File: config.mk
export PLATFORM = sky130hd
export DESIGN_NAME = tank_arena
export DESIGN_NICKNAME = d
export VERILOG_FILES = /design/src/rtl/tank_pkg.sv /design/src/rtl/vga_timing.sv /design/src/rtl/sin_cos_rom.sv /design/src/rtl/tank_motion.sv /design/src/rtl/arena_renderer.sv /design/src/rtl/tank_arena.sv
export SDC_FILE = /design/constraint.sdc
export NUM_CORES = 1
export LEC_CHECK = 0
export ABC_AREA = 1
export BUFFER_PORTS_ARGS = -buffer_cell sky130_fd_sc_hd__buf_2
export CAP_MARGIN = 5
export CORE_ASPECT_RATIO = 2
export CORE_MARGIN = 3
export CORE_UTILIZATION = 45
export CTS_CLUSTER_DIAMETER = 50
export DETAILED_ROUTE_END_ITERATION = 6
export PLACE_DENSITY_LB_ADDON = 0.08
export RECOVER_POWER = 25
export SKIP_CTS_REPAIR_TIMING = 1
export SLEW_MARGIN = 10
export SYNTH_ARGS = -nofsm -noshare
export SYNTH_HDL_FRONTEND = slang
export SYNTH_SLANG_ARGS = --single-unit
export TNS_END_PERCENT = 1
File: constraint.sdc
create_clock -name clk -period 8.5 [get_ports clk]
set_input_delay 2.55 -clock clk [delete_from_list [all_inputs] [get_ports clk]]
set_output_delay 2.55 -clock clk [all_outputs]
set_load 0.02 [all_outputs]
File: src/rtl/tank_pkg.sv
// tank arena package: shared types, vga timing, arena limits, key and color tables
package tank_pkg;

  // ===================================================================
  // types
  // ===================================================================
  typedef logic [9:0]        coord_t;     // screen x or y
  typedef logic [4:0]        heading_t;   // 32-step wheel, 0 is +x
  typedef logic signed [7:0] trig_t;      // sin/cos scaled by 64
  typedef logic [7:0]        keycode_t;   // one hid usage code
  typedef logic [31:0]       key_word_t;  // four keycodes from the usb host

  typedef struct packed {
    logic [7:0] red;
    logic [7:0] green;
    logic [7:0] blue;
  } rgb_t;

  typedef struct packed {
    coord_t   x;
    coord_t   y;
    heading_t heading;
    coord_t   tip_x;     // barrel end
    coord_t   tip_y;
  } tank_state_t;

  // ===================================================================
  // 640x480 timing, sync active low
  // ===================================================================
  localparam int H_VISIBLE = 640;
  localparam int H_FRONT   = 16;
  localparam int H_SYNC    = 96;
  localparam int H_TOTAL   = 800;
  localparam int V_VISIBLE = 480;
  localparam int V_FRONT   = 10;
  localparam int V_SYNC    = 2;
  localparam int V_TOTAL   = 525;

  // ===================================================================
  // game geometry
  // ===================================================================
  localparam int TANK_HALF   = 8;
  localparam int BARREL_LEN  = 16;
  localparam int TIP_HALF    = 2;
  localparam int MOVE_SHIFT  = 5;    // step of at most 2 px per frame
  localparam int ARENA_MIN   = 16;
  localparam int ARENA_MAX_X = 623;
  localparam int ARENA_MAX_Y = 463;

  // start centers, indexed by player
  localparam coord_t START_X [2] = '{coord_t'(160), coord_t'(480)};
  localparam coord_t START_Y [2] = '{coord_t'(240), coord_t'(240)};

  // player 0 wasd, player 1 arrow keys
  localparam keycode_t KEY_FWD   [2] = '{8'h1A, 8'h52};
  localparam keycode_t KEY_BACK  [2] = '{8'h16, 8'h51};
  localparam keycode_t KEY_LEFT  [2] = '{8'h04, 8'h50};
  localparam keycode_t KEY_RIGHT [2] = '{8'h07, 8'h4F};

  // palette
  localparam rgb_t COLOR_TANK0 = '{8'h00, 8'hFF, 8'h00};
  localparam rgb_t COLOR_TANK1 = '{8'hFF, 8'h00, 8'h00};
  localparam rgb_t COLOR_TIP   = '{8'hFF, 8'hFF, 8'hFF};
  localparam rgb_t COLOR_FLOOR = '{8'h20, 8'h20, 8'h20};

endpackage

File: src/rtl/vga_timing.sv
// vga timing generator: pixel/line counters, sync, blanking and frame tick
module vga_timing (
  input  logic             clk,
  input  logic             rst_n,
  output tank_pkg::coord_t draw_x,
  output tank_pkg::coord_t draw_y,
  output logic             hs,
  output logic             vs,
  output logic             blank,
  output logic             frame_tick
);

  tank_pkg::coord_t h_cnt;
  tank_pkg::coord_t v_cnt;
  logic             h_last;
  logic             v_last;

  // end of line / end of frame
  assign h_last = (h_cnt == tank_pkg::coord_t'(tank_pkg::H_TOTAL - 1));
  assign v_last = (v_cnt == tank_pkg::coord_t'(tank_pkg::V_TOTAL - 1));

  // ===================================================================
  // counters
  // ===================================================================
  always_ff @(posedge clk or negedge rst_n) begin
    if (!rst_n) begin
      h_cnt <= '0;
      v_cnt <= '0;
    end else begin
      if (h_last) begin
        h_cnt <= '0;
        // line advances only on x wrap
        if (v_last) begin
          v_cnt <= '0;
        end else begin
          v_cnt <= v_cnt + 10'd1;
        end
      end else begin
        h_cnt <= h_cnt + 10'd1;
      end
    end
  end

  // ===================================================================
  // decode, all combinational from the counters
  // ===================================================================
  // hs low 656..751
  assign hs = !((h_cnt >= tank_pkg::coord_t'(tank_pkg::H_VISIBLE + tank_pkg::H_FRONT)) &&
                (h_cnt <  tank_pkg::coord_t'(tank_pkg::H_VISIBLE + tank_pkg::H_FRONT +
                                             tank_pkg::H_SYNC)));
  // vs low on lines 490 and 491
  assign vs = !((v_cnt >= tank_pkg::coord_t'(tank_pkg::V_VISIBLE + tank_pkg::V_FRONT)) &&
                (v_cnt <  tank_pkg::coord_t'(tank_pkg::V_VISIBLE + tank_pkg::V_FRONT +
                                             tank_pkg::V_SYNC)));

  assign blank = (h_cnt >= tank_pkg::coord_t'(tank_pkg::H_VISIBLE)) ||
                 (v_cnt >= tank_pkg::coord_t'(tank_pkg::V_VISIBLE));

  // one pulse on the last visible pixel
  assign frame_tick = (h_cnt == tank_pkg::coord_t'(tank_pkg::H_VISIBLE - 1)) &&
                      (v_cnt == tank_pkg::coord_t'(tank_pkg::V_VISIBLE - 1));

  assign draw_x = h_cnt;
  assign draw_y = v_cnt;

endmodule

File: src/rtl/sin_cos_rom.sv
// sine/cosine lookup for a 32-step heading, quarter-wave table with folding
module sin_cos_rom (
  input  tank_pkg::heading_t heading,
  output tank_pkg::trig_t    sin,
  output tank_pkg::trig_t    cos
);

  tank_pkg::heading_t cos_head;

  // round(64*sin(k*pi/16)), k = 0..8
  function automatic logic [7:0] quarter(input logic [3:0] k);
    case (k)
      4'd0:    return 8'd0;
      4'd1:    return 8'd12;
      4'd2:    return 8'd24;
      4'd3:    return 8'd36;
      4'd4:    return 8'd45;
      4'd5:    return 8'd53;
      4'd6:    return 8'd59;
      4'd7:    return 8'd63;
      default: return 8'd64;
    endcase
  endfunction

  // bit 3 mirrors within the quadrant, bit 4 negates
  function automatic tank_pkg::trig_t fold_sin(input tank_pkg::heading_t h);
    logic [3:0] idx;
    logic [7:0] mag;
    idx = h[3] ? (4'd8 - {1'b0, h[2:0]}) : {1'b0, h[2:0]};
    mag = quarter(idx);
    return h[4] ? tank_pkg::trig_t'(-mag) : tank_pkg::trig_t'(mag);
  endfunction

  // cos(h) = sin(h + quarter turn), wraps mod 32
  assign cos_head = heading + 5'd8;

  assign sin = fold_sin(heading);
  assign cos = fold_sin(cos_head);

endmodule

File: src/rtl/tank_motion.sv
// tank motion: key decode, heading and clamped position per frame, barrel tip
module tank_motion #(
  parameter int PLAYER = 0
) (
  input  logic                  clk,
  input  logic                  rst_n,
  input  logic                  frame_tick,
  input  tank_pkg::key_word_t   keycode,
  output tank_pkg::tank_state_t tank
);

  logic               key_fwd, key_back, key_left, key_right;
  logic               go_fwd, go_back, turn_l, turn_r;
  logic               tip_due;
  tank_pkg::trig_t    sin_val, cos_val;
  tank_pkg::trig_t    step_x, step_y;
  logic signed [11:0] dx, dy;
  logic signed [11:0] raw_x, raw_y;
  logic signed [15:0] tip_off_x, tip_off_y;
  tank_pkg::heading_t next_heading;

  // key is down if any of the four report bytes carries it
  function automatic logic key_hit(input tank_pkg::key_word_t word,
                                   input tank_pkg::keycode_t  key);
    logic hit;
    hit = 1'b0;
    for (int i = 0; i < 4; i++) begin
      if (word[8*i +: 8] == key) hit = 1'b1;
    end
    return hit;
  endfunction

  // keep the center inside the arena
  function automatic tank_pkg::coord_t clamp(input logic signed [11:0] v, input int hi);
    if (v < tank_pkg::ARENA_MIN) return tank_pkg::coord_t'(tank_pkg::ARENA_MIN);
    if (v > hi) return tank_pkg::coord_t'(hi);
    return v[9:0];
  endfunction

  // ===================================================================
  // key decode
  // ===================================================================
  assign key_fwd   = key_hit(keycode, tank_pkg::KEY_FWD[PLAYER]);
  assign key_back  = key_hit(keycode, tank_pkg::KEY_BACK[PLAYER]);
  assign key_left  = key_hit(keycode, tank_pkg::KEY_LEFT[PLAYER]);
  assign key_right = key_hit(keycode, tank_pkg::KEY_RIGHT[PLAYER]);

  // opposing keys cancel
  assign go_fwd  = key_fwd & ~key_back;
  assign go_back = key_back & ~key_fwd;
  assign turn_r  = key_right & ~key_left;
  assign turn_l  = key_left & ~key_right;

  // ===================================================================
  // motion math
  // ===================================================================
  // rom follows the heading register: old heading on the tick cycle,
  // new heading on the cycle after
  sin_cos_rom u_trig (
    .heading (tank.heading),
    .sin     (sin_val),
    .cos     (cos_val)
  );

  assign step_x = cos_val >>> tank_pkg::MOVE_SHIFT;
  assign step_y = sin_val >>> tank_pkg::MOVE_SHIFT;

  // back is the shifted step negated
  assign dx = go_fwd ? 12'(step_x) : (go_back ? -12'(step_x) : 12'sd0);
  assign dy = go_fwd ? 12'(step_y) : (go_back ? -12'(step_y) : 12'sd0);

  assign raw_x = $signed({2'b00, tank.x}) + dx;
  assign raw_y = $signed({2'b00, tank.y}) + dy;

  assign next_heading = turn_r ? tank.heading + 5'd1 :
                        (turn_l ? tank.heading - 5'd1 : tank.heading);

  // barrel offset, table scale 64 removed by the shift
  assign tip_off_x = (16'(cos_val) * 16'(tank_pkg::BARREL_LEN)) >>> 6;
  assign tip_off_y = (16'(sin_val) * 16'(tank_pkg::BARREL_LEN)) >>> 6;

  // ===================================================================
  // state
  // ===================================================================
  always_ff @(posedge clk or negedge rst_n) begin
    if (!rst_n) begin
      tank.x       <= tank_pkg::START_X[PLAYER];
      tank.y       <= tank_pkg::START_Y[PLAYER];
      // player 1 faces -x
      tank.heading <= tank_pkg::heading_t'(PLAYER * 16);
      tank.tip_x   <= (PLAYER == 0) ?
                      tank_pkg::START_X[PLAYER] + tank_pkg::coord_t'(tank_pkg::BARREL_LEN) :
                      tank_pkg::START_X[PLAYER] - tank_pkg::coord_t'(tank_pkg::BARREL_LEN);
      tank.tip_y   <= tank_pkg::START_Y[PLAYER];
      tip_due      <= 1'b0;
    end else begin
      tip_due <= frame_tick;
      if (frame_tick) begin
        tank.heading <= next_heading;
        tank.x       <= clamp(raw_x, tank_pkg::ARENA_MAX_X);
        tank.y       <= clamp(raw_y, tank_pkg::ARENA_MAX_Y);
      end
      // tip one cycle after the move, from the new center and heading
      if (tip_due) begin
        tank.tip_x <= tank_pkg::coord_t'($signed({6'b0, tank.x}) + tip_off_x);
        tank.tip_y <= tank_pkg::coord_t'($signed({6'b0, tank.y}) + tip_off_y);
      end
    end
  end

endmodule

File: src/rtl/arena_renderer.sv
// arena renderer: colors each pixel from two tank states, registered with sync
module arena_renderer (
  input  logic                  clk,
  input  logic                  rst_n,
  input  tank_pkg::coord_t      draw_x,
  input  tank_pkg::coord_t      draw_y,
  input  logic                  blank,
  input  logic                  hs,
  input  logic                  vs,
  input  tank_pkg::tank_state_t tank0,
  input  tank_pkg::tank_state_t tank1,
  output tank_pkg::rgb_t        pixel,
  output logic                  vga_hs,
  output logic                  vga_vs
);

  logic           hit_tip0, hit_tip1;
  logic           hit_body0, hit_body1;
  tank_pkg::rgb_t color;

  // square window test, both axis distances within half
  function automatic logic in_box(input tank_pkg::coord_t px, py, cx, cy,
                                  input int half);
    logic signed [10:0] dx;
    logic signed [10:0] dy;
    dx = $signed({1'b0, px}) - $signed({1'b0, cx});
    dy = $signed({1'b0, py}) - $signed({1'b0, cy});
    return (dx <= half) && (dx >= -half) && (dy <= half) && (dy >= -half);
  endfunction

  // ===================================================================
  // window tests
  // ===================================================================
  assign hit_tip0  = in_box(draw_x, draw_y, tank0.tip_x, tank0.tip_y, tank_pkg::TIP_HALF);
  assign hit_tip1  = in_box(draw_x, draw_y, tank1.tip_x, tank1.tip_y, tank_pkg::TIP_HALF);
  assign hit_body0 = in_box(draw_x, draw_y, tank0.x, tank0.y, tank_pkg::TANK_HALF);
  assign hit_body1 = in_box(draw_x, draw_y, tank1.x, tank1.y, tank_pkg::TANK_HALF);

  // fixed priority, tips over bodies, tank 0 over tank 1
  always_comb begin
    if (blank) begin
      color = '0;
    end else if (hit_tip0 || hit_tip1) begin
      color = tank_pkg::COLOR_TIP;
    end else if (hit_body0) begin
      color = tank_pkg::COLOR_TANK0;
    end else if (hit_body1) begin
      color = tank_pkg::COLOR_TANK1;
    end else begin
      color = tank_pkg::COLOR_FLOOR;
    end
  end

  // ===================================================================
  // output stage, sync delayed with the color
  // ===================================================================
  always_ff @(posedge clk or negedge rst_n) begin
    if (!rst_n) begin
      pixel  <= '0;
      vga_hs <= 1'b1;
      vga_vs <= 1'b1;
    end else begin
      pixel  <= color;
      vga_hs <= hs;
      vga_vs <= vs;
    end
  end

endmodule

File: src/rtl/tank_arena.sv
// tank arena top: vga timing, two tank motion blocks and the pixel renderer
module tank_arena (
  input  logic                clk,
  input  logic                rst_n,
  input  tank_pkg::key_word_t keycode,
  output tank_pkg::rgb_t      pixel,
  output logic                vga_hs,
  output logic                vga_vs
);

  tank_pkg::coord_t      draw_x;
  tank_pkg::coord_t      draw_y;
  logic                  hs;
  logic                  vs;
  logic                  blank;
  logic                  frame_tick;
  tank_pkg::tank_state_t tank0;
  tank_pkg::tank_state_t tank1;

  // raster position and frame pulse
  vga_timing u_timing (
    .clk        (clk),
    .rst_n      (rst_n),
    .draw_x     (draw_x),
    .draw_y     (draw_y),
    .hs         (hs),
    .vs         (vs),
    .blank      (blank),
    .frame_tick (frame_tick)
  );

  // player 0, wasd
  tank_motion #(.PLAYER(0)) u_tank0 (
    .clk        (clk),
    .rst_n      (rst_n),
    .frame_tick (frame_tick),
    .keycode    (keycode),
    .tank       (tank0)
  );

  // player 1, arrows
  tank_motion #(.PLAYER(1)) u_tank1 (
    .clk        (clk),
    .rst_n      (rst_n),
    .frame_tick (frame_tick),
    .keycode    (keycode),
    .tank       (tank1)
  );

  arena_renderer u_render (
    .clk    (clk),
    .rst_n  (rst_n),
    .draw_x (draw_x),
    .draw_y (draw_y),
    .blank  (blank),
    .hs     (hs),
    .vs     (vs),
    .tank0  (tank0),
    .tank1  (tank1),
    .pixel  (pixel),
    .vga_hs (vga_hs),
    .vga_vs (vga_vs)
  );

endmodule

After elaboration in Yosys (flattened, before gate mapping)

Memories as Yosys holds them, arrays and structs flattened.
Cells that the tools add are included.

Flip-flop bits (word level): 137
Output and inout bits: 26
ROM bits: 192
Memories kept: 4
Logic and storage cells: 261
Input bits: 34

Memory list:

| memory          | words | width | rd ports | clocked after Yosys merged registers in | wr ports | RTL line          | source |
|---|---|---|---|---|---|---|---|
| (no name shown) | 8     | 6     | 1        | 0                                       | 0        | sin_cos_rom.sv:12 | `case (k)` |
| (no name shown) | 8     | 6     | 1        | 0                                       | 0        | sin_cos_rom.sv:12 |  |
| (no name shown) | 8     | 6     | 1        | 0                                       | 0        | sin_cos_rom.sv:12 |  |
| (no name shown) | 8     | 6     | 1        | 0                                       | 0        | sin_cos_rom.sv:12 |  |

Multiplexer cells: 98
Reductions and logical operators: 23
Bitwise operators: 16
Eq/ne operators: 36
Order comparisons: 30
$add $sub $neg: 36

Operators by type and width:

| operator                | count |
|---|---|
| $mux W10                | 18 |
| $eq A8 B7 Y1 const B    | 16 |
| $mux W12                | 8 |
| $mux W24                | 4 |
| $sub A10 B10 Y11        | 8 |
| $eq A8 B3 Y1 const B    | 8 |
| $eq A8 B5 Y1 const B    | 8 |
| $mux W8                 | 8 |
| $mux W1                 | 52 |
| $add A11 B12 Y12        | 4 |
| $lt A12 B6 Y1 const B   | 4 |
| $neg A3 Y12             | 4 |
| $ge A11 B2 Y1 const B   | 4 |
| $ge A11 B4 Y1 const B   | 4 |
| $le A11 B3 Y1 const B   | 4 |
| $le A11 B5 Y1 const B   | 4 |
| $add A10 B6 Y10         | 4 |
| $neg A8 Y8              | 4 |
| $eq A10 B10 Y1 const B  | 3 |
| $gt A12 B10 Y1 const B  | 2 |
| $gt A12 B11 Y1 const B  | 2 |
| $add A10 B1 Y10 const B | 2 |
| $ge A10 B10 Y1 const B  | 2 |
| $ge A10 B9 Y1 const B   | 2 |
| other kinds (16)        | 60 |

Longest topological paths before layout

Gate-level depths: netlist of run 1.
An unclocked memory read counts as a cell.

Depth in word-level cells: 18
Mapped depth: 37
Depth with buffers taken out: 37

Modules after synthesis

Synthesis of run 1 repeated with hierarchy kept, for this count alone.

Cell total of the unflattened synthesis: 2,853
Area total of the unflattened synthesis: 17,848.4 µm²

By module, submodules not included:

| module                | sequential area each (µm²) | instances | cells an instance | area an instance (µm²) |
|---|---|---|---|---|
| arena_renderer        | 202.7                      | 1         | 1,099             | 5,671.7 |
| tank_motion (u_tank0) | 1,167.4                    | 1         | 665               | 4,809.6 |
| tank_motion (u_tank1) | 1,172.4                    | 1         | 693               | 4,770.8 |
| sin_cos_rom           | 0.0                        | 2         | 119               | 680.7 |
| vga_timing            | 500.5                      | 1         | 158               | 1,234.9 |

Worst setup path before layout of run 1

OpenSTA, ideal clock, no wires.

Path kind: input to register
Start: input keycode[18]
End: register u_tank1.tank[36] in the netlist's numbering
Data arrival time: 5,502 ps
Path buffers: 0
Slack: 2,869 ps
Setup time: 130 ps
Required time: 8,370 ps
Cell stages on the path: 24
Cell sequence: or2_1 > nor3_2 > nand2_1 > o21ai_2 > nor2_2 > nor2_8 > inv_4 > nand2_1 > inv_1 > nor2_1 > ha_1 > inv_1 > fa_1 > o21ai_1 > nand3_1 > nand2_1 > xor2_1 > nand3_1 > nor3_1 > nand3_2 > nand2_2 > nor2_8 > nand2_1 > o21ai_1

Cells in the longest elaborated chain, start to end: 14
Elaborated cells between the ends (all ways): 23
Classes of those cells: add/sub: 1; order compare: 2; eq/ne: 2; mux: 14; bitwise: 4

RTL lines:

| element              | RTL line          | source |
|---|---|---|
| start, declared      | tank_arena.sv:5   | `input tank_pkg::key_word_t keycode,` |
| $eq A8 B7 Y1         | tank_motion.sv:28 | `if (word[8*i +: 8] == key) hit = 1'b1;` |
| $mux W1 (2 in a row) | tank_motion.sv:28 |  |
| $not A1 Y1           | tank_motion.sv:50 | `assign go_back = key_back & ~key_fwd;` |
| $and A1 B1 Y1        | tank_motion.sv:50 |  |
| $mux W12             | tank_motion.sv:69 | `assign dx = go_fwd ? 12'(step_x) : (go_back ? -12'(step_x) : 12'sd0);` |
| $mux W12 *           | tank_motion.sv:69 |  |
| $add A11 B12 Y12 *   | tank_motion.sv:72 | `assign raw_x = $signed({2'b00, tank.x}) + dx;` |
| $gt A12 B11 Y1       | tank_motion.sv:36 | `if (v > hi) return tank_pkg::coord_t'(hi);` |
| $mux W1 (2 in a row) | tank_motion.sv:36 |  |
| $mux W1              | tank_motion.sv:98 | `if (frame_tick) begin` |
| $mux W10             | tank_motion.sv:37 | `return v[9:0];` |
| $mux W10 *           | tank_motion.sv:36 |  |
| end, declared        | tank_motion.sv:9  | `output tank_pkg::tank_state_t tank` |

Mark *: on every way between the ends. The rest lies on a longest branch, timed or not. The select of a mux whose other input is x is not followed.
A chain may end at the register's enable or synchronous reset.

Final worst setup path of run 1

Start: register u_tank1.tank[20] (netlist name)
End: register u_tank1.tank[44] in the netlist's numbering

Cells in the longest elaborated chain, start to end: 17
Elaborated cells between the ends (all ways): 21
Classes of those cells: add/sub: 5; order compare: 2; mux: 13; memory: 1

RTL lines:

| element              | RTL line          | source |
|---|---|---|
| $add A5 B4 Y5 *      | sin_cos_rom.sv:35 | `assign cos_head = heading + 5'd8;` |
| $sub A4 B3 Y4        | sin_cos_rom.sv:29 | `idx = h[3] ? (4'd8 - {1'b0, h[2:0]}) : {1'b0, h[2:0]};` |
| $mux W4              | sin_cos_rom.sv:29 |  |
| $mem_v2 Z8 W6        | --                |  |
| $mux W8              | sin_cos_rom.sv:12 |  |
| $neg A8 Y8           | sin_cos_rom.sv:31 | `return h[4] ? tank_pkg::trig_t'(-mag) : tank_pkg::trig_t'(mag);` |
| $mux W8 *            | sin_cos_rom.sv:31 |  |
| $neg A3 Y12          | tank_motion.sv:69 |  |
| $mux W12             | tank_motion.sv:69 |  |
| $mux W12 *           | tank_motion.sv:69 |  |
| $add A11 B12 Y12 *   | tank_motion.sv:72 |  |
| $gt A12 B11 Y1       | tank_motion.sv:36 |  |
| $mux W1 (2 in a row) | tank_motion.sv:36 |  |
| $mux W1              | tank_motion.sv:98 |  |
| $mux W10             | tank_motion.sv:37 |  |
| $mux W10 *           | tank_motion.sv:36 |  |

Marked as above.

==> results of run 1 <==
==> critical path: cells and delay by family, from the launching register on <==
family | cells | cell delay (ns)
fa+ha+maj | 5 | 1.40
xor+xnor | 1 | 0.28
flops | 1 | 0.63
buf+inv | 5 | 0.66
compound gates | 6 | 1.37
simple gates | 14 | 1.51
==> area by class of cell <==
class	count	area, µm²	share of cell area [%]
sequential	119	3020	18.1
tap	436	546	3.27
inverter	386	1450	8.71
timing repair buffer	64	328	1.96
clock inverter	13	171	1.03
multi-input combinational	1777	10700	64.3
clock buffer	19	443	2.65
==> stage by stage <==
step	util, %	instances	total power, W	hold WS [ns]
after floorplan	-	2316	0.000779	0.446
after global placement	47.7	2782	0.000861	0.462
after detailed placement	47.7	2782	0.000862	0.470
after CTS	49.5	2814	0.00164	0.484
after global routing	49.5	2814	0.00169	0.514
final	49.5	2814	0.00162	0.481
==> cells by family (layout without fill, tap and decap cells) <==
logic type,count (synthesis),after routing,synth area share [%]
XOR/XNOR,133,133,7.60
flip-flops,119,119,19.6
AO/OA/AOI/OAI,353,353,13.0
adder cells (fa/ha/maj),215,215,18.3
buffers and inverters,420,482,10.8
AND/OR/NAND/NOR,1076,1076,30.7
==> metal layers <==
metal  up-vias  global-route usage, %
li1       7629                      -
met1      6855                   26.1
met2       286                   48.2
met3       118                   2.32
met4         0                   12.9
met5         -                      0
==> final timing paths <==
kind                                        from                to  cells after the start
worst min-delay path            u_tank1.tank[10]  u_tank1.tank[10]                      2
worst max-delay path            u_tank1.tank[20]  u_tank1.tank[44]                     31
worst min register to register  u_tank1.tank[10]  u_tank1.tank[10]                      2
max in group asynchronous                  rst_n  u_tank0.tank[33]                      2
worst max register to register  u_tank1.tank[20]  u_tank1.tank[44]                     31
min in group asynchronous                  rst_n  u_tank1.tank[22]                      1
==> cells in the final DEF, fill, tap and decap left out, types with 17 or more instances in the layout <==
| master | synthesis | layout |
|---|---|---|
| nand4_1 | 41 | 41 |
| o21bai_1 | 22 | 22 |
| nand2_1 | 570 | 570 |
| nand2_2 | 23 | 23 |
| xor2_1 | 92 | 92 |
| nor3_1 | 47 | 48 |
| nand3_1 | 143 | 143 |
| dfrtp_1 | 87 | 87 |
| nor2_1 | 185 | 186 |
| fa_1 | 18 | 18 |
| dfstp_2 | 32 | 32 |
| ha_1 | 197 | 197 |
| inv_1 | 365 | 366 |
| clkbuf_16 | 0 | 17 |
| xnor2_1 | 40 | 40 |
| buf_2 | 1 | 58 |
| a21oi_1 | 148 | 148 |
| o21ai_0 | 106 | 108 |
==> power by group through the flow <==
stage          Sequential [W]  Clock [W]  Combinational [W]
2_1_floorplan        0.000579          0           0.000199
3_5_place_dp         0.000581          0           0.000282
6_report             0.000571   0.000767           0.000281
4_1_cts              0.000571   0.000783           0.000283
5_1_grt              0.000571   0.000803           0.000321
3_3_place_gp         0.000581          0           0.000280
==> registers in the layout, summed over array words and instances (netlist names) <==
signal,flops
u_timing.draw_y,10
u_tank0.tank,45
u_tank1.tip_due,1
u_render.pixel,6
u_render.vga_hs,1
u_render.vga_vs,1
u_tank1.tank,45
u_timing.draw_x,10
==> reports/summary.txt, run 1 <==
Final Skew: 0.0129 ns
Post-synthesis cell type count: 61
Area of the core: 33800 µm²
Combinational power share: 17.4%
CTS tree: built
CP Capture Type: flip-flop
DP HPWL: 37000 µm
Violated checks: max-capacitance violations, max-slew violations
FP Rows: 95
Final Cycle Share: 70.1%
Post-route cell area: 16700 µm²
RD Place Congestion: 0.938
Num CTS Buffers: 17
GRT Residual Overflow: 0
Max-cap violations: 1
Mean Syn Cell Area: 6.66 µm²
Share of cells above drive strength 1: 8.87%
Post-Syn Instances: 2316
DRT Pass-1 Iters: 6
Met3 wire length: 1170 µm
Hold Vio Cnt, Final: 0
Dpl ws: 2.31 ns
Io pins: 60
Slew Limit Fails: 59
Wire length per cell: 15.8 µm
Mapped Nets: 2565
Crit Path Class: reg -> reg
Synth area leaders: ha_1 (16%), dfrtp_1 (14%), nand2_1 (14%), inv_1 (8.9%), dfstp_2 (5.4%)
Number of flops mapped to enable cells by yosys: 0
Synth top area share: 16.0%
Antenna cells: 0
Antenna violations before repair: 0
Type of the worst min-delay path: reg -> reg
Yosys top cell by area: ha_1
Cell Int Power: 0.00114 W
#FFs+latches synth: 119
Async SR Flop Fraction: 100%
Largest net degree at the start of global routing: 63
First-pass GRT wire length: 72400 µm
Worst skew pair latency: 0.45 ns
Die H: 268 µm
Starting density of the core: 45.7%
Yosys warnings: 0
Sink Count: 119
Final critical-path required period: 5.96 ns
Setup violators final: 0
Total Nets Final: 2614
Synth cell count leaders: nand2_1 (570), inv_1 (365), ha_1 (197), nor2_1 (185), a21oi_1 (148)
Max-Slew Margin vs Limit: -136%
Final worst setup slack: 2.54 ns
WP data required: 8.82 ns
CTS Buffer Depth: 2
Die width: 137 µm
Vias in the first global route: 15000
Sequential element share of the synthesized area: 19.6%
H-tree Lvls: 4
CP Max Fanout: 11
Sw Share: 29.8%
Setup TNS: 0 ns
M1 wire length: 17000 µm
Worst Path Arrival: 6.28 ns
Uppermost routed layer: met4
Fillers: 3519
Lkg Pwr: 8.89 nW
Final ANT Viol Nets: 0
IO buf count: 59
Worst-Margin Slew: 3.54 ns
Root Buffer: clkbuf_16
Die Area: 36700 µm²
RSZ-0062 raised after global routing: false
Routed wl met2: 24000 µm
Cell area power density: 97.0 nW/µm²
Total Routed Length: 44400 µm
Top-count cell post-synth: nand2_1
Sw Pwr: 0.000482 W
Main synth FF type: dfrtp_1
Total track usage: 25.0%
R2R setup slack: 2.54 ns
Status: finished with violations
Max Freq: 168 MHz
Clock share of power: 47.3%
Clk pin slew, worst setup/hold paths: 0.06 ns
Area Growth Syn to Fin: 8.18%
Sequential Power Share: 35.3%
CP Launch Type: flip-flop
Max IR drop VDD: 0.000143 V
Placed Area: 16100 µm²
Vias per cell: 5.29
Slowest stage delay, CP: 0.63 ns
DRC errors left: 0
Detailed-route via count: 14900
Slowest-stage cell, CP: dfrtp_1
Initial drt markers: 663
Post-synthesis instance area: 15400 µm²
(Power assumes the default switching activity.)
==> run 2, diff against run 1 <==
Clock period 8.5 ns to 4.77 ns, I/O delays scaled along.
==> run 2 against run 1 <==
The flow still finishes with violations (max-capacitance violations, max-slew violations); sequential power is 79% higher; worst setup slack worse by 2.3 ns; first-iteration DRC count is 4.5% higher; global-route usage is 0.21 points higher; non-clock buffer count is 125 higher; clock-buffer cell count is 4 higher.
==> reports/summary.txt, run 2 (synthesis results as in run 1) <==
CP Max Fanout: 8 (-3)
Commonest non-fill, non-tap cell in the layout: nand2_1
Total Nets Final: 2743 (+4.9%)
CTS tree: built
Clk pin slew, worst setup/hold paths: 0.06 ns (about the same)
CP Capture Type: flip-flop
Final ANT Viol Nets: 0 (unchanged)
H-tree Lvls: 4 (unchanged)
Post-layout util: 53.9% (+4.4 points)
Fin Hold WS: 0.481 ns (-0.000551 ns)
CP Launch Type: flip-flop
Max-Slew Margin vs Limit: -80.3% (+56 points)
Most frequent cells in the layout: nand2_1 (555), inv_1 (357), ha_1 (185)
Io pins: 60 (unchanged)
Sink Count: 119 (unchanged)
Die H: 268 µm (unchanged)
RSZ-0062 raised after global routing: true
Worst skew pair latency: 0.44 ns (about the same)
Max Freq: 220 MHz (+31%)
Post-route insts no fill: 2943 (+4.6%)
R2r startpoint: u_tank1.tank[20]
Critical R2R Capture: u_tank1.tank[36]
Largest regs: u_tank0.tank x45, u_tank1.tank x45
Worst r2r path cells: 30 (-3.2%)
IO buf count: 59 (unchanged)
Initial drt markers: 693 (+4.5%)
Root Buffer: clkbuf_16
Critical Path End: u_tank1.tank[36]
Area Growth Syn to Fin: 17.8%
Total Routed Length: 46200 µm (+4.0%)
Type of the worst min-delay path: reg -> reg
Total track usage: 25.2% (+0.21 points)
Slew Limit Fails: 47 (-20%)
First-pass GRT wire length: 72800 µm (+0.61%)
Crit Path Class: reg -> reg
DRT Pass-1 Iters: 7 (+1)
Share of cells above drive strength 1: 17.0% (+8.1 points)
Final critical-path required period: 4.56 ns (-1.40 ns)
Setup violators final: 0 (unchanged)
Total chip power: 0.00297 W (+83%)
Violated checks: max-capacitance violations, max-slew violations
GRT Residual Overflow: 0 (unchanged)
Vias per cell: 5.26 (-0.65%)
Area of the core: 33800 µm² (unchanged)
Status: finished with violations
WP data required: 5.08 ns (-3.74 ns)
Final worst setup slack: 0.215 ns (-2.33 ns)
R2R setup slack: 0.21 ns (-2.33 ns)
Antenna cells: 0 (unchanged)
Max IR drop VDD: 0.000304 V (+110%)
DP HPWL: 38000 µm (+2.6%)
Lkg Pwr: 9.61 nW (+8.1%)
Worst-Margin Slew: 2.70 ns (-0.840 ns)
Die width: 137 µm (unchanged)
Antenna violations before repair: 0 (unchanged)
Detailed-route via count: 15500 (+3.9%)
FP Rows: 95 (unchanged)
Setup crit start: u_tank1.tank[20]
Dpl ws: -0.163 ns (-2.47 ns)
Final Cycle Share: 95.5% (+25 points)
Vias in the first global route: 15200 (+1.6%)
Starting density of the core: 45.7% (unchanged)
DRC errors left: 0 (unchanged)
Slowest-stage cell, CP: dfrtp_2
Hold Vio Cnt, Final: 0 (unchanged)
Final Skew: 0.0113 ns (-0.00168 ns)
CTS Buffer Depth: 2 (unchanged)
Slowest stage delay, CP: 0.41 ns (-0.22 ns)
Wire length per cell: 15.7 µm (-0.60%)
Die Area: 36700 µm² (unchanged)
Largest net degree at the start of global routing: 75 (+19%)
RD Place Congestion: 0.901 (-4.0%)
Cell area power density: 163 nW/µm² (+68%)
Worst path most repeated cell: inv_1
Num CTS Buffers: 17 (unchanged)
Inst Count DP: 2892 (+4.0%)
Worst Path Arrival: 4.86 ns (-1.42 ns)
Max-cap violations: 1 (unchanged)
==> run 2: worst min path at each step <==
stage	startpoint	cells past startpoint	to	slack, ns
2_1_floorplan	u_tank0.tank[0]	2	u_tank0.tank[0]	0.45
5_1_grt	u_tank0.tank[0]	2	u_tank0.tank[0]	0.51
3_5_place_dp	u_tank0.tank[0]	2	u_tank0.tank[0]	0.47
3_3_place_gp	u_tank0.tank[0]	2	u_tank0.tank[0]	0.46
6_report	u_tank0.tank[0]	2	u_tank0.tank[0]	0.48
4_1_cts	u_tank0.tank[0]	2	u_tank0.tank[0]	0.49
==> run 2: metrics by stage <==
step	area, µm²	setup TNS, ns
floorplan	15400	0
global placement	17000	-1.79
detailed placement	17000	-2.66
CTS	17600	-1.28
global route	18200	-1.49
finish	18200	0
==> run 2: layer usage <==
| metal | wire, µm | track usage (%) | vias up |
|---|---|---|---|
| li1 | - | - | 7883 |
| met1 | 17200 | 25.7 | 7172 |
| met2 | 25300 | 49.1 | 297 |
| met3 | 1300 | 2.72 | 117 |
| met4 | 2460 | 13.0 | 0 |
| met5 | 0 | 0 | - |
==> run 2: report_power, final <==
part           switching, W  internal [W]
clock              0.000490      0.000831
sequential       0.00000305       0.00101
combinational      0.000374      0.000257
==> run 2: cell type report <==
type | instances | area [µm²]
Fill cell | 3450 | 15600
Multi-Input combinational cell | 1781 | 11300
Sequential cell | 119 | 3020
Inverter | 386 | 1460
Timing Repair Buffer | 189 | 1300
Tap cell | 436 | 546
Clock buffer | 23 | 458
Clock inverter | 9 | 126
==> run 2: worst max-delay path: cells and delay by family (launching register included) <==
| kind | cells | cell delay (ns) |
|---|---|---|
| fa+ha+maj | 5 | 1.11 |
| xor+xnor | 2 | 0.44 |
| compound gates | 6 | 0.80 |
| flops | 1 | 0.41 |
| buf+inv | 6 | 0.53 |
| simple gates | 11 | 1.13 |
==> run 3, diff against run 2 <==
Settings changed: SETUP_SLACK_MARGIN set to 0.5.
==> run 3 against run 2 <==
The flow still finishes with violations (max-capacitance violations, max-slew violations); clock skew rose by 0.0038 ns; final cell count fell by 0.44%; sequential share of layout area fell by 0.091 points; power rose by 0.67%; first-iteration DRC count fell by 20%; wire length fell by 4.1%; worst hold slack improved by 0.0011 ns; critical path depth did not move; combinational power fell by 2%; clock-buffer cell count fell by 2; die area did not move; global-route usage fell by 0.86 points; critical endpoint is now u_tank1.tank[37].
==> reports/summary.txt, run 3 (synthesis results as in run 1) <==
GRT Residual Overflow: 0 (unchanged)
M1 wire length: 17200 µm (+0.42%)
DP HPWL: 36800 µm (-3.2%)
CTS Buffer Depth: 2 (unchanged)
Commonest non-fill, non-tap cell in the layout: nand2_1
Uppermost routed layer: met4
Max Freq: 222 MHz (+1.1%)
Largest net degree at the start of global routing: 62 (-17%)
Worst Path Arrival: 4.83 ns (-0.03 ns)
Most frequent cells in the layout: nand2_1 (550), inv_1 (356), nor2_1 (177)
Initial drt markers: 551 (-20%)
Cell area power density: 163 nW/µm² (about the same)
Total track usage: 24.3% (-0.86 points)
DRC errors left: 0 (unchanged)
Worst-Margin Slew: 1.79 ns (-0.918 ns)
H-tree Lvls: 4 (unchanged)
Inst Count DP: 2870 (-0.76%)
WP data required: 5.10 ns (+0.02 ns)
Io pins: 60 (unchanged)
RSZ-0062 raised after global routing: true
Setup violators final: 0 (unchanged)
Die width: 137 µm (unchanged)
Final critical-path required period: 4.50 ns (-0.0517 ns)
CP Launch Type: flip-flop
RD Place Congestion: 0.900 (-0.11%)
Vias per cell: 5.22 (-0.67%)
Status: finished with violations
Detailed-route via count: 15300 (-1.1%)
Antenna violations before repair: 0 (unchanged)
Vias in the first global route: 14900 (-2.5%)
Reg area: 3020 µm² (about the same)
Buf/Inv on CP: 6 (unchanged)
Met3 wire length: 1100 µm (-15%)
FP Rows: 95 (unchanged)
Largest regs: u_tank0.tank x45, u_tank1.tank x45
Lkg Pwr: 9.55 nW (-0.67%)
Die H: 268 µm (unchanged)
Routed wl met2: 24000 µm (-5.0%)
Final Cycle Share: 94.4% (-1.1 points)
Post-route insts no fill: 2930 (-0.44%)
Starting density of the core: 45.7% (unchanged)
Max IR drop VDD: 0.000260 V (-14%)
Slowest stage delay, CP: 0.39 ns (-0.02 ns)
Crit Path Class: reg -> reg
Wire length per cell: 15.1 µm (-3.7%)
CTS tree: built
Die Area: 36700 µm² (unchanged)
Root Buffer: clkbuf_16
Worst path most repeated cell: inv_2
Antenna cells: 0 (unchanged)
Max-Slew Margin vs Limit: -19.1% (+61 points)
Final Skew: 0.0150 ns (+0.00376 ns)
Worst skew pair latency: 0.45 ns (about the same)
Num CTS Buffers: 17 (unchanged)
CP Max Fanout: 8 (unchanged)
Fin Hold WS: 0.482 ns (+0.00107 ns)
Area Growth Syn to Fin: 18.5%
Sink Count: 119 (unchanged)
Max-cap violations: 2 (+1)
IO buf count: 59 (unchanged)
Final ANT Viol Nets: 0 (unchanged)
Slew Limit Fails: 91 (+94%)
Clk pin slew, worst setup/hold paths: 0.07 ns (about the same)
First-pass GRT wire length: 71100 µm (-2.5%)
Slowest-stage cell, CP: dfrtp_1
Hold Vio Cnt, Final: 0 (unchanged)
Violated checks: max-capacitance violations, max-slew violations
Fillers: 3412 (-1.1%)
DRT Pass-1 Iters: 5 (-2)
CP Capture Type: flip-flop
Total Nets Final: 2730 (-0.47%)
Area of the multi-input gates: 11500 µm² (+1.7%)
Share of cells above drive strength 1: 17.8% (+0.77 points)
Total Routed Length: 44300 µm (-4.1%)
Type of the worst min-delay path: reg -> reg
Top cell family by delay on the critical path: compound AO/OA/AOI/OAI gates
Area of the core: 33800 µm² (unchanged)
==> run 3: cell count changes in the layout (fill, tap and decap cells not counted), sizes merged <==
cell and delta:
buf -14, clkbuf -2, clkinv -3, clkinvlp +5, nand2 +1
==> run 3: cell type report <==
type / count / share of cell area [%]
flip-flops and latches: 119 / 16.5
well taps: 436 / 2.98
inverters: 386 / 8.00
clock buffers: 21 / 2.52
repair buffers: 175 / 6.47
multi-input cells: 1782 / 62.7
clock inverters: 11 / 0.814
==> run 3: worst reg2reg max path, delay by kind of cell, from the launching register on <==
family | cells | cell delay (ns)
AO/OA/AOI/OAI | 8 | 1.19
adder cells (fa/ha/maj) | 5 | 1.15
buffers and inverters | 6 | 0.46
AND/OR/NAND/NOR | 10 | 0.93
flip-flops | 1 | 0.39
XOR/XNOR | 1 | 0.27
==> run 3: per-layer routing <==
metal / up-vias / global-route usage, %
li1: 7871 / -
met1: 7043 / 26.4
met2: 284 / 46.8
met3: 99 / 2.38
met4: 0 / 10.6
met5: - / 0
==> run 3: power by group <==
| part | internal, W | switching (W) |
|---|---|---|
| registers | 0.00101 | 0.00000298 |
| logic | 0.000246 | 0.000371 |
| clock network | 0.000847 | 0.000508 |
==> run 3: through the flow <==
| stage | setup TNS (ns) | utilization, % | setup WS, ns | cell area, µm² | total power [W] |
|---|---|---|---|---|---|
| after global routing | -0.0428 | 54.2 | -0.0128 | 18300 | 0.00313 |
| after detailed placement | -2.97 | 50.2 | -0.178 | 16900 | 0.00159 |
| after CTS | -0.624 | 52.0 | -0.0929 | 17600 | 0.00296 |
| after floorplan | 0 | - | 0.397 | 15600 | 0.00139 |
| after global placement | -1.41 | 50.2 | -0.112 | 16900 | 0.00158 |
| final | 0 | 54.2 | 0.267 | 18300 | 0.00299 |
==> run 3: final timing paths <==
path                       slack, ns               end              from  cells past startpoint
setup / recovery                0.27  u_tank1.tank[37]  u_tank1.tank[21]                     30
hold / removal                  0.48  u_tank1.tank[13]  u_tank1.tank[13]                      2
setup reg to reg                0.27  u_tank1.tank[37]  u_tank1.tank[21]                     30
hold reg to reg                 0.48  u_tank1.tank[13]  u_tank1.tank[13]                      2
max in group asynchronous       1.02   u_tank0.tank[8]             rst_n                      2
min in group asynchronous       1.46  u_tank1.tank[19]             rst_n                      1
